## src/source/sort_consts.svh

```systemverilog
/*
 * sorting accelerator constants
 * word width, lane count, network latency and the apb register map
 */
`ifndef SORT_CONSTS_SVH
`define SORT_CONSTS_SVH

// datapath shape
`define SORT_DATA_WIDTH 32
`define SORT_LANES 8
// cycles from job valid to sorted valid
`define SORT_LATENCY 6

// register map, byte addresses
`define SORT_ADDR_WIDTH 8
`define SORT_ADDR_DATA 8'h00
`define SORT_ADDR_CTRL 8'h20
`define SORT_ADDR_STATUS 8'h24
`define SORT_ADDR_RESULT 8'h40

// control word bits
`define SORT_CTRL_START 0
`define SORT_CTRL_SIGNED 1
`define SORT_CTRL_DESC 2

`endif

```

## src/source/sort_pkg.sv

```systemverilog
/*
 * sort_pkg
 * shared types of the sorting accelerator: words, vectors, jobs, apb
 */
`default_nettype none
`include "sort_consts.svh"

package sort_pkg;

    // one word, read either as unsigned or as two's complement
    typedef union packed {
        logic        [`SORT_DATA_WIDTH-1:0] unsigned_view;
        logic signed [`SORT_DATA_WIDTH-1:0] signed_view;
    } sort_word_u;

    // lane 0 in the low bits
    typedef sort_word_u [`SORT_LANES-1:0] sort_vector_t;

    typedef struct packed {
        logic signed_mode;
        logic descending;
    } sort_mode_t;

    // one job into the network
    typedef struct packed {
        logic         valid;
        sort_mode_t   mode;
        sort_vector_t vector;
    } sort_job_t;

    // done above busy so busy sits in bit 0
    typedef struct packed {
        logic done;
        logic busy;
    } sort_status_t;

    typedef struct packed {
        logic                        psel;
        logic                        penable;
        logic                        pwrite;
        logic [`SORT_ADDR_WIDTH-1:0] paddr;
        logic [`SORT_DATA_WIDTH-1:0] pwdata;
    } apb_req_t;

    typedef struct packed {
        logic [`SORT_DATA_WIDTH-1:0] prdata;
        logic                        pready;
        logic                        pslverr;
    } apb_rsp_t;

endpackage

`default_nettype wire

```

## src/source/batcher_sorter_4.sv

```systemverilog
/*
 * batcher_sorter_4
 * three-stage pipelined odd-even merge sorter for four words
 */
`timescale 1ns/1ps
`default_nettype none

module batcher_sorter_4 (
    input  logic                 clock,
    input  logic                 reset,
    input  logic                 signed_mode,
    input  sort_pkg::sort_word_u data_in  [4],
    output sort_pkg::sort_word_u data_out [4]
);

    sort_pkg::sort_word_u stage_1 [4];
    sort_pkg::sort_word_u stage_2 [4];
    // outer lanes skip the last stage
    sort_pkg::sort_word_u low_q;
    sort_pkg::sort_word_u high_q;
    // mode of the vector in stage 1 and stage 2
    logic [1:0] mode_q;

    always_ff @(posedge clock) begin
        if (!reset) begin
            mode_q <= '0;
            low_q  <= '0;
            high_q <= '0;
        end else begin
            mode_q <= {mode_q[0], signed_mode};
            low_q  <= stage_2[0];
            high_q <= stage_2[3];
        end
    end

    // stage 1, sort pairs (0,1) and (2,3)
    for (genvar i = 0; i < 2; i++) begin : g_stage_1
        sort_comparator u_cmp (
            .clock       (clock),
            .reset       (reset),
            .signed_mode (signed_mode),
            .data_in     (data_in[2*i:2*i+1]),
            .data_out    (stage_1[2*i:2*i+1])
        );
    end

    // stage 2, merge across pairs (0,2) and (1,3)
    for (genvar i = 0; i < 2; i++) begin : g_stage_2
        sort_pkg::sort_word_u pair_in  [2];
        sort_pkg::sort_word_u pair_out [2];
        assign pair_in[0]    = stage_1[i];
        assign pair_in[1]    = stage_1[i+2];
        assign stage_2[i]    = pair_out[0];
        assign stage_2[i+2]  = pair_out[1];
        sort_comparator u_cmp (
            .clock       (clock),
            .reset       (reset),
            .signed_mode (mode_q[0]),
            .data_in     (pair_in),
            .data_out    (pair_out)
        );
    end

    // stage 3, fix the middle pair
    sort_comparator u_cmp_mid (
        .clock       (clock),
        .reset       (reset),
        .signed_mode (mode_q[1]),
        .data_in     (stage_2[1:2]),
        .data_out    (data_out[1:2])
    );

    assign data_out[0] = low_q;
    assign data_out[3] = high_q;

endmodule

`default_nettype wire

```

## src/source/batcher_sorter_8.sv

```systemverilog
/*
 * batcher_sorter_8
 * six-stage eight-word odd-even merge sorter, one new vector per cycle
 * valid and signed mode travel alongside in delay lines
 */
`timescale 1ns/1ps
`default_nettype none
`include "sort_consts.svh"

module batcher_sorter_8 (
    input  logic                   clock,
    input  logic                   reset,
    input  sort_pkg::sort_job_t    job,
    output sort_pkg::sort_vector_t sorted,
    output logic                   sorted_valid
);

    sort_pkg::sort_word_u stage_1 [8];
    sort_pkg::sort_word_u stage_2 [8];
    sort_pkg::sort_word_u stage_3 [8];
    sort_pkg::sort_word_u stage_4 [8];
    // bypass registers for lanes without a comparator
    sort_pkg::sort_word_u hold_3 [4];
    sort_pkg::sort_word_u hold_4 [2];

    // entry k belongs to the vector that entered k+1 cycles ago
    logic [`SORT_LATENCY-1:0] valid_delay;
    logic [`SORT_LATENCY-1:0] signed_delay;

    // ascending check under one view, used by the output check only
    function automatic logic is_ordered(sort_pkg::sort_vector_t v, logic signed_mode);
        logic ok;
        ok = 1'b1;
        for (int i = 0; i < `SORT_LANES - 1; i++) begin
            if (signed_mode ? (v[i].signed_view > v[i+1].signed_view)
                            : (v[i].unsigned_view > v[i+1].unsigned_view)) begin
                ok = 1'b0;
            end
        end
        return ok;
    endfunction

    always_ff @(posedge clock) begin
        if (!reset) begin
            valid_delay  <= '0;
            signed_delay <= '0;
        end else begin
            valid_delay  <= {valid_delay[`SORT_LATENCY-2:0], job.valid};
            signed_delay <= {signed_delay[`SORT_LATENCY-2:0], job.mode.signed_mode};
        end
    end

    assign sorted_valid = valid_delay[`SORT_LATENCY-1];

    //////////////////////////////////////////////////////////////////////
    // stages 1 to 3, each half sorted on its own
    for (genvar h = 0; h < 2; h++) begin : g_half
        sort_pkg::sort_word_u half_in  [4];
        sort_pkg::sort_word_u half_out [4];
        for (genvar j = 0; j < 4; j++) begin : g_lane
            assign half_in[j]       = job.vector[4*h+j];
            assign stage_1[4*h+j]   = half_out[j];
        end
        batcher_sorter_4 u_half (
            .clock       (clock),
            .reset       (reset),
            .signed_mode (job.mode.signed_mode),
            .data_in     (half_in),
            .data_out    (half_out)
        );
    end

    //////////////////////////////////////////////////////////////////////
    // stage 4, lane i against lane i+4
    for (genvar i = 0; i < 4; i++) begin : g_merge_a
        sort_pkg::sort_word_u pair_in  [2];
        sort_pkg::sort_word_u pair_out [2];
        assign pair_in[0]   = stage_1[i];
        assign pair_in[1]   = stage_1[i+4];
        assign stage_2[i]   = pair_out[0];
        assign stage_2[i+4] = pair_out[1];
        sort_comparator u_cmp (
            .clock       (clock),
            .reset       (reset),
            .signed_mode (signed_delay[2]),
            .data_in     (pair_in),
            .data_out    (pair_out)
        );
    end

    //////////////////////////////////////////////////////////////////////
    // stage 5, (2,4) and (3,5), outer lanes held
    for (genvar i = 0; i < 2; i++) begin : g_merge_b
        sort_pkg::sort_word_u pair_in  [2];
        sort_pkg::sort_word_u pair_out [2];
        assign pair_in[0]   = stage_2[i+2];
        assign pair_in[1]   = stage_2[i+4];
        assign stage_3[i+2] = pair_out[0];
        assign stage_3[i+4] = pair_out[1];
        sort_comparator u_cmp (
            .clock       (clock),
            .reset       (reset),
            .signed_mode (signed_delay[3]),
            .data_in     (pair_in),
            .data_out    (pair_out)
        );
    end

    assign stage_3[0] = hold_3[0];
    assign stage_3[1] = hold_3[1];
    assign stage_3[6] = hold_3[2];
    assign stage_3[7] = hold_3[3];

    //////////////////////////////////////////////////////////////////////
    // stage 6, neighbours (1,2) (3,4) (5,6), ends held
    for (genvar i = 0; i < 3; i++) begin : g_merge_c
        sort_comparator u_cmp (
            .clock       (clock),
            .reset       (reset),
            .signed_mode (signed_delay[4]),
            .data_in     (stage_3[2*i+1:2*i+2]),
            .data_out    (stage_4[2*i+1:2*i+2])
        );
    end

    assign stage_4[0] = hold_4[0];
    assign stage_4[7] = hold_4[1];

    always_ff @(posedge clock) begin
        if (!reset) begin
            hold_3 <= '{default: '0};
            hold_4 <= '{default: '0};
        end else begin
            hold_3[0] <= stage_2[0];
            hold_3[1] <= stage_2[1];
            hold_3[2] <= stage_2[6];
            hold_3[3] <= stage_2[7];
            hold_4[0] <= stage_3[0];
            hold_4[1] <= stage_3[7];
        end
    end

    for (genvar i = 0; i < `SORT_LANES; i++) begin : g_out
        assign sorted[i] = stage_4[i];
    end

    // fixed latency, and the result is ascending under its own mode
    assert property (@(posedge clock) disable iff (!reset)
        sorted_valid == $past(job.valid, `SORT_LATENCY));
    assert property (@(posedge clock) disable iff (!reset)
        sorted_valid |-> is_ordered(sorted, signed_delay[`SORT_LATENCY-1]));

endmodule

`default_nettype wire

```

## src/source/sort_accel_top.sv

```systemverilog
/*
 * sort_accel_top
 * apb sorting accelerator: front end, merge network, result buffer
 */
`timescale 1ns/1ps
`default_nettype none

module sort_accel_top (
    input  logic               clock,
    input  logic               reset,
    input  sort_pkg::apb_req_t apb_req,
    output sort_pkg::apb_rsp_t apb_rsp
);

    sort_pkg::sort_job_t    job;
    sort_pkg::sort_mode_t   mode;
    sort_pkg::sort_vector_t sorted;
    logic                   sorted_valid;
    sort_pkg::sort_status_t status;
    sort_pkg::sort_word_u   result_word;
    logic [2:0]             result_index;

    // input side
    sort_apb_frontend u_frontend (
        .clock        (clock),
        .reset        (reset),
        .apb_req      (apb_req),
        .apb_rsp      (apb_rsp),
        .status       (status),
        .result_word  (result_word),
        .result_index (result_index),
        .job          (job),
        .mode         (mode)
    );

    // merge network
    batcher_sorter_8 u_network (
        .clock        (clock),
        .reset        (reset),
        .job          (job),
        .sorted       (sorted),
        .sorted_valid (sorted_valid)
    );

    // output side
    sort_result_buffer u_result (
        .clock        (clock),
        .reset        (reset),
        .start        (job.valid),
        .mode         (mode),
        .sorted       (sorted),
        .sorted_valid (sorted_valid),
        .result_index (result_index),
        .result_word  (result_word),
        .status       (status)
    );

endmodule

`default_nettype wire

```

## src/source/sort_apb_frontend.sv

```systemverilog
/*
 * sort_apb_frontend
 * apb slave of the accelerator: load buffer, control, job launch, read mux
 */
`timescale 1ns/1ps
`default_nettype none
`include "sort_consts.svh"

module sort_apb_frontend (
    input  logic                   clock,
    input  logic                   reset,
    input  sort_pkg::apb_req_t     apb_req,
    output sort_pkg::apb_rsp_t     apb_rsp,
    input  sort_pkg::sort_status_t status,
    input  sort_pkg::sort_word_u   result_word,
    output logic [2:0]             result_index,
    output sort_pkg::sort_job_t    job,
    output sort_pkg::sort_mode_t   mode
);

    logic                   access;
    logic                   aligned;
    logic                   hit_data;
    logic                   hit_ctrl;
    logic                   hit_status;
    logic                   hit_result;
    logic                   load_write;
    logic                   start_req;
    logic                   start_ok;
    logic                   launch_q;
    sort_pkg::sort_mode_t   wr_mode;
    sort_pkg::sort_mode_t   mode_q;
    sort_pkg::sort_vector_t load_q;

    // access phase, always one cycle
    assign access = apb_req.psel && apb_req.penable;

    // slot blocks are 32 bytes, word aligned
    assign aligned    = apb_req.paddr[1:0] == 2'b00;
    assign hit_data   = aligned && {apb_req.paddr[7:5], 5'b0} == `SORT_ADDR_DATA;
    assign hit_result = aligned && {apb_req.paddr[7:5], 5'b0} == `SORT_ADDR_RESULT;
    assign hit_ctrl   = apb_req.paddr == `SORT_ADDR_CTRL;
    assign hit_status = apb_req.paddr == `SORT_ADDR_STATUS;

    // slot number for both load and result blocks
    assign result_index = apb_req.paddr[4:2];

    assign load_write = access && apb_req.pwrite && hit_data;
    assign start_req  = access && apb_req.pwrite && hit_ctrl
                        && apb_req.pwdata[`SORT_CTRL_START];
    // one job at a time
    assign start_ok   = start_req && !status.busy;

    assign wr_mode = '{signed_mode: apb_req.pwdata[`SORT_CTRL_SIGNED],
                       descending:  apb_req.pwdata[`SORT_CTRL_DESC]};

    //////////////////////////////////////////////////////////////////////
    // load buffer, mode latch, launch pulse
    always_ff @(posedge clock) begin
        if (!reset) begin
            load_q   <= '0;
            mode_q   <= '0;
            launch_q <= 1'b0;
        end else begin
            launch_q <= start_ok;
            if (load_write) begin
                load_q[result_index] <= apb_req.pwdata;
            end
            if (start_ok) begin
                mode_q <= wr_mode;
            end
        end
    end

    // network samples the buffer in the launch cycle, later writes are safe
    assign job  = '{valid: launch_q, mode: mode_q, vector: load_q};
    assign mode = mode_q;

    //////////////////////////////////////////////////////////////////////
    // read mux and error response
    always_comb begin
        apb_rsp        = '0;
        apb_rsp.pready = 1'b1;
        if (access && apb_req.pwrite) begin
            // only load slots and control take writes
            apb_rsp.pslverr = !(hit_data || hit_ctrl) || (start_req && status.busy);
        end else if (access) begin
            if (hit_data) begin
                // load slots are write only
                apb_rsp.pslverr = 1'b1;
            end else if (hit_ctrl) begin
                apb_rsp.prdata[`SORT_CTRL_SIGNED] = mode_q.signed_mode;
                apb_rsp.prdata[`SORT_CTRL_DESC]   = mode_q.descending;
            end else if (hit_status) begin
                apb_rsp.prdata = `SORT_DATA_WIDTH'(status);
            end else if (hit_result) begin
                apb_rsp.prdata = result_word.unsigned_view;
            end
        end
    end

    // zero wait states
    assert property (@(posedge clock) apb_rsp.pready);
    // launch only follows a start seen while idle
    assert property (@(posedge clock) disable iff (!reset)
        launch_q |-> !$past(status.busy));

endmodule

`default_nettype wire

```

## src/source/sort_comparator.sv

```systemverilog
/*
 * sort_comparator
 * registered compare-exchange, the smaller word lands in element 0
 */
`timescale 1ns/1ps
`default_nettype none

module sort_comparator (
    input  logic                 clock,
    input  logic                 reset,
    input  logic                 signed_mode,
    input  sort_pkg::sort_word_u data_in  [2],
    output sort_pkg::sort_word_u data_out [2]
);

    logic swap;

    // same bits, view picked by mode
    always_comb begin
        if (signed_mode) begin
            swap = data_in[0].signed_view > data_in[1].signed_view;
        end else begin
            swap = data_in[0].unsigned_view > data_in[1].unsigned_view;
        end
    end

    always_ff @(posedge clock) begin
        if (!reset) begin
            data_out[0] <= '0;
            data_out[1] <= '0;
        end else begin
            data_out[0] <= swap ? data_in[1] : data_in[0];
            data_out[1] <= swap ? data_in[0] : data_in[1];
        end
    end

    // pair leaving the register is ordered under the mode it was compared with
    assert property (@(posedge clock) disable iff (!reset)
        $past(signed_mode) ? (data_out[0].signed_view <= data_out[1].signed_view)
                           : (data_out[0].unsigned_view <= data_out[1].unsigned_view));

endmodule

`default_nettype wire

```

## src/source/sort_result_buffer.sv

```systemverilog
/*
 * sort_result_buffer
 * captures the sorted vector in the requested order, keeps busy and done
 */
`timescale 1ns/1ps
`default_nettype none
`include "sort_consts.svh"

module sort_result_buffer (
    input  logic                   clock,
    input  logic                   reset,
    input  logic                   start,
    input  sort_pkg::sort_mode_t   mode,
    input  sort_pkg::sort_vector_t sorted,
    input  logic                   sorted_valid,
    input  logic [2:0]             result_index,
    output sort_pkg::sort_word_u   result_word,
    output sort_pkg::sort_status_t status
);

    sort_pkg::sort_vector_t result_q;
    logic                   busy_q;
    logic                   done_q;

    always_ff @(posedge clock) begin
        if (!reset) begin
            result_q <= '0;
            busy_q   <= 1'b0;
            done_q   <= 1'b0;
        end else begin
            // a new job clears the previous done
            if (start) begin
                busy_q <= 1'b1;
                done_q <= 1'b0;
            end
            if (sorted_valid) begin
                busy_q <= 1'b0;
                done_q <= 1'b1;
                // network is ascending, flip lanes for descending
                for (int i = 0; i < `SORT_LANES; i++) begin
                    result_q[i] <= mode.descending ? sorted[`SORT_LANES-1-i] : sorted[i];
                end
            end
        end
    end

    // busy already visible in the launch cycle
    assign status      = '{done: done_q, busy: busy_q || start};
    assign result_word = result_q[result_index];

    // network output only ever belongs to a running job
    assert property (@(posedge clock) disable iff (!reset)
        sorted_valid |-> busy_q);

endmodule

`default_nettype wire

```

## config.mk

```make
export PLATFORM = sky130hd
export DESIGN_NAME = sort_accel_top
export DESIGN_NICKNAME = d
export VERILOG_FILES = /design/src/source/sort_pkg.sv /design/src/source/batcher_sorter_4.sv /design/src/source/batcher_sorter_8.sv /design/src/source/sort_accel_top.sv /design/src/source/sort_apb_frontend.sv /design/src/source/sort_comparator.sv /design/src/source/sort_result_buffer.sv
export VERILOG_INCLUDE_DIRS = /design/src /design/src/source
export SDC_FILE = /design/constraint.sdc
export NUM_CORES = 2
export LEC_CHECK = 0
export BUFFER_PORTS_ARGS = -buffer_cell sky130_fd_sc_hd__buf_2
export CAP_MARGIN = 20
export CORE_MARGIN = 3
export CORE_UTILIZATION = 28
export CTS_CLUSTER_SIZE = 24
export DETAILED_ROUTE_END_ITERATION = 12
export HOLD_SLACK_MARGIN = 0.1
export PLACE_DENSITY = 0.52
export SYNTH_ARGS = -nofsm -noshare
export SYNTH_HDL_FRONTEND = slang
export SYNTH_SLANG_ARGS = --single-unit
```

## constraint.sdc

```tcl
create_clock -name clock -period 5.8 [get_ports clock]
set_clock_uncertainty 0.1 [all_clocks]
set_input_delay 0 -clock clock [delete_from_list [all_inputs] [get_ports clock]]
set_output_delay 0 -clock clock [all_outputs]
set_load 0.01 [all_outputs]
```

==> results.json <==
{
  "grt_usage": 0.149,
  "drive_gt1_frac": 0.0652,
  "drt_iter0_markers": 3674,
  "leakagePower_uw": 0.0415,
  "cts_buffers": 217,
  "switchingPower_uw": 6190,
  "die_w_um": 574,
  "place.gp.congestion": 0.877,
  "clkPwrFrac": 0.494,
  "r2r_setup_slack_ps": 1710,
  "vdd_ir_drop_max_v": 0.000253,
  "worstPathCellList": "inv_1, ha_1, nor2b_1, o211ai_1, a2111oi_0, o41ai_1, o311ai_1, mux2_4, buf_12, mux2i_1",
  "r2r_start": "u_network.g_merge_b[0].u_cmp.data_out[1]$_SDFF_PN0_",
  "cp-end-kind": "register",
  "combPwrFrac": 0.018,
  "hold_viol": 0,
  "vias_per_cell": 4.58,
  "fillers": 32579,
  "portBuffers": 77,
  "grt_util_met2": 0.238,
  "grt_overflow_total": 0,
  "cts_tree": "yes",
  "synth_nets": 9918,
  "seqCellArea_um2": 41300,
  "crit_path_start": "u_network.g_merge_b[0].u_cmp.data_out[1]$_SDFF_PN0_",
  "slew_headroom": 0.256,
  "drv_cap": 0,
  "die_area_um2": 329000,
  "cp.depth": 10,
  "power_per_cell_area_nw_per_um2": 283,
  "root_buffer": "clkbuf_16",
  "syn_area_per_cell_um2": 9.73,
  "p_int_uw": 22900,
  "finalSetupTns_ps": 0,
  "hold_class": "input port to register",
  "yosys_most_used_dff": "dfxtp_1",
  "clkTransAtPathRegs_ps": 60,
  "grtUsageMet3": 0.0219,
  "criticalPathCategory": "register to register",
  "grt_pass1_vias": 61790,
  "yosysSeqAreaShare": 0.458,
  "cp.buffers_inverters": 2,
  "start_util": 0.282,
  "cpMaxStageDelayCell": "o41ai_1",
  "use_met1": 0.207,
  "clock_sinks": 2064,
  "multiInputGateArea_um2": 44200,
  "async_flop_share": 0,
  "finalMaxSlewViolations": 0,
  "r2r-end": "u_network.g_merge_c[1].u_cmp.data_out[25]$_SDFF_PN0_",
  "cp_slowest_stage_delay_ps": 800,
  "drc": 0,
  "place_hpwl_um": 194000,
  "grt_pass1_wl_um": 384000,
  "ant_nets": 0,
  "ys_warn_count": 0,
  "wl_um": 254000,
  "cts_buffer_depth": 4,
  "cp-endpoint": "u_network.g_merge_c[1].u_cmp.data_out[25]$_SDFF_PN0_",
  "antenna_found_initial": 26,
  "synth_cell_types": 55,
  "final_nets": 9819,
  "switching_share": 0.213,
  "fin_crit_sh": 0.704,
  "worstPathMaxFanout": 42,
  "grt_max_degree": 240,
  "die-height_um": 574,
  "period_needed_ps": 4090,
  "top_usage_layer": "met2",
  "ios": 79,
  "wl_per_cell_um": 18.6,
  "crit_family": "compound AO/OA/AOI/OAI gates",
  "netlist_area_um2": 90200,
  "setup_viol": 0,
  "final_util": 0.322,
  "fp-row-count": 207,
  "htreeDepth": 4,
  "synth_edf_count": 0,
  "rsz0062_at_grt": "false",
  "area_growth_pct": 14.0,
  "cp-start-kind": "register",
  "clk_latency_ps": 880,
  "seqPwrFrac": 0.488,
  "core_area_um2": 319000,
  "via_count": 62447,
  "ys_seq_elements": 2064,
  "critPathArrivalTime_ps": 4760,
  "fmax_ghz": 0.245,
  "drt_pre_antenna_iters": 6,
  "critPathRequiredTime_ps": 6470,
  "tightest_slew_ps": 1120,
  "reg2reg_depth": 10,
  "synth_cells": 9265,
  "status": "finished clean"
}
## layer usage
metal / vias up / wire (um) / share of wire
li1: 31169 / - / -
met1: 29915 / 124000 / 0.49
met2: 1000 / 111000 / 0.44
met3: 363 / 10800 / 0.043
met4: 0 / 7790 / 0.031
met5: - / 0 / 0
## Yosys cell counts (9+ instances only)
cell	number	share of area
nor2b_1	62	0.0043
nor2_1	65	0.0027
o311ai_1	10	0.00097
mux2_2	10	0.0012
clkbuf_1	347	0.014
a21oi_1	239	0.013
ha_1	608	0.084
nand3_1	60	0.0033
and4_1	9	0.00087
dfxtp_1	2064	0.46
a21boi_0	175	0.015
nand2_1	2057	0.086
inv_1	609	0.025
a2111oi_0	16	0.0016
nor4_1	27	0.0019
o211a_1	256	0.028
mux2i_1	1507	0.17
nor3_1	38	0.0021
buf_2	145	0.0080
o41ai_1	9	0.00087
a211oi_1	12	0.0010
a21o_1	91	0.0076
and2_1	334	0.023
buf_1	32	0.0013
a31oi_1	18	0.0012
a21boi_1	81	0.0067
buf_4	29	0.0024
o21ai_0	69	0.0038
nand4_1	141	0.0098
a221oi_1	9	0.00087
mux4_2	64	0.016
o211ai_1	21	0.0017
## tightest hold or removal path: stages
cell      delay (ps)
buf_4            330
and3_1           290
buf_4            260
nand2_1          120
a21boi_1          60
## cell families (layout without fill, tap and decap cells)
kind of cell	Yosys count	in the layout	share of synthesized area
DFF	2064	2064	0.458
other	1	18	0.0000416
and+or+nand+nor	2819	2819	0.136
adders and majority gates	608	608	0.0844
buffers and inverters	1169	1234	0.0530
AOI/OAI and AO/OA	1023	1023	0.0839
muxes	1581	1581	0.184
## what timing repair did
action                    in CTS  in global routing
gates resized for setup        0                  0
hold buffers                  75                  0
setup buffers                  0                  0
hold endpoints to repair     707                  0
## registers in the layout, indices dropped and copies added, names as in the netlist
signal	count
u_frontend.job	258
u_frontend.launch_q	1
u_network.g_half.u_half.g_stage_1.u_cmp.data_out	256
u_network.g_half.u_half.g_stage_2.u_cmp.data_out	256
u_network.g_half.u_half.high_q	64
u_network.g_half.u_half.low_q	64
u_network.g_half.u_half.mode_q	1
u_network.g_half.u_half.u_cmp_mid.data_out	128
u_network.g_merge_a.u_cmp.data_out	256
u_network.g_merge_b.u_cmp.data_out	128
u_network.g_merge_c.u_cmp.data_out	192
u_network.hold_3	128
u_network.signed_delay	4
u_network.sorted	64
u_network.valid_delay	6
u_result.busy_q	1
u_result.done_q	1
u_result.result_q	256
## placed cells by master (no fill, tap or decap), types with 21 or more instances in the layout
cell type / Yosys / final
buf_4: 29 / 64
bufinv_16: 0 / 24
buf_2: 145 / 75
a21boi_0: 175 / 175
mux2i_1: 1507 / 1506
a21o_1: 91 / 91
ha_1: 608 / 608
nor2_1: 65 / 65
o211a_1: 256 / 256
nor2b_1: 62 / 62
nor4_1: 27 / 25
dfxtp_1: 2064 / 2062
o211ai_1: 21 / 21
buf_12: 6 / 27
dlygate4sd3_1: 0 / 75
clkinv_2: 0 / 37
a21boi_1: 81 / 81
clkbuf_8: 0 / 41
mux4_2: 64 / 64
and2_1: 334 / 337
nor3_1: 38 / 38
inv_1: 609 / 609
o21ai_0: 69 / 69
nand3_1: 60 / 60
nand2_1: 2057 / 2057
clkbuf_16: 0 / 221
a21oi_1: 239 / 239
clkbuf_1: 347 / 38
nand4_1: 141 / 141
## per-stage QoR
step | setup WS [ps] | instances | area (um2) | power [uW] | hold WS, ps
after CTS | 1580 | 13611 | 103000 | 29500 | 109
after global placement | 1620 | 13151 | 94500 | 15000 | 240
after floorplan | 3230 | 9265 | 90200 | 14800 | 54.6
final | 1710 | 13631 | 103000 | 29100 | 171
after global routing | 1480 | 13619 | 103000 | 30000 | 186
after detailed placement | 1610 | 13153 | 94600 | 15000 | 252
## worst min-delay path by stage
stage | startpoint | end | cells past startpoint
2_1_floorplan | apb_req[41] | apb_rsp[0] | 1
3_3_place_gp | apb_req[41] | apb_rsp[0] | 3
3_5_place_dp | apb_req[8] | u_frontend.job[200]$_SDFFE_PN0P_ | 3
4_1_cts | apb_req[0] | u_frontend.job[96]$_SDFFE_PN0P_ | 4
5_1_grt | apb_req[0] | u_frontend.job[32]$_SDFFE_PN0P_ | 4
6_report | apb_req[35] | u_frontend.job[222]$_SDFFE_PN0P_ | 5
## power groups by stage
stage               clock (uW)  sequential (uW)  combinational, uW
finish                   14400            14200                530
CTS                      14800            14200                538
floorplan                    0            14500                348
detailed placement           0            14500                491
global placement             0            14500                484
global route             15300            14200                572
## area by class of cell
class / count / share of cell area
sequential: 2064 / 0.402
clock buffer: 300 / 0.0607
timing repair buffer: 242 / 0.0210
inverter: 609 / 0.0222
multi-input combinational: 6032 / 0.431
tap: 4284 / 0.0522
antenna: 17 / 0.000414
clock inverter: 83 / 0.0109
Power figures use the tool's default switching activity.
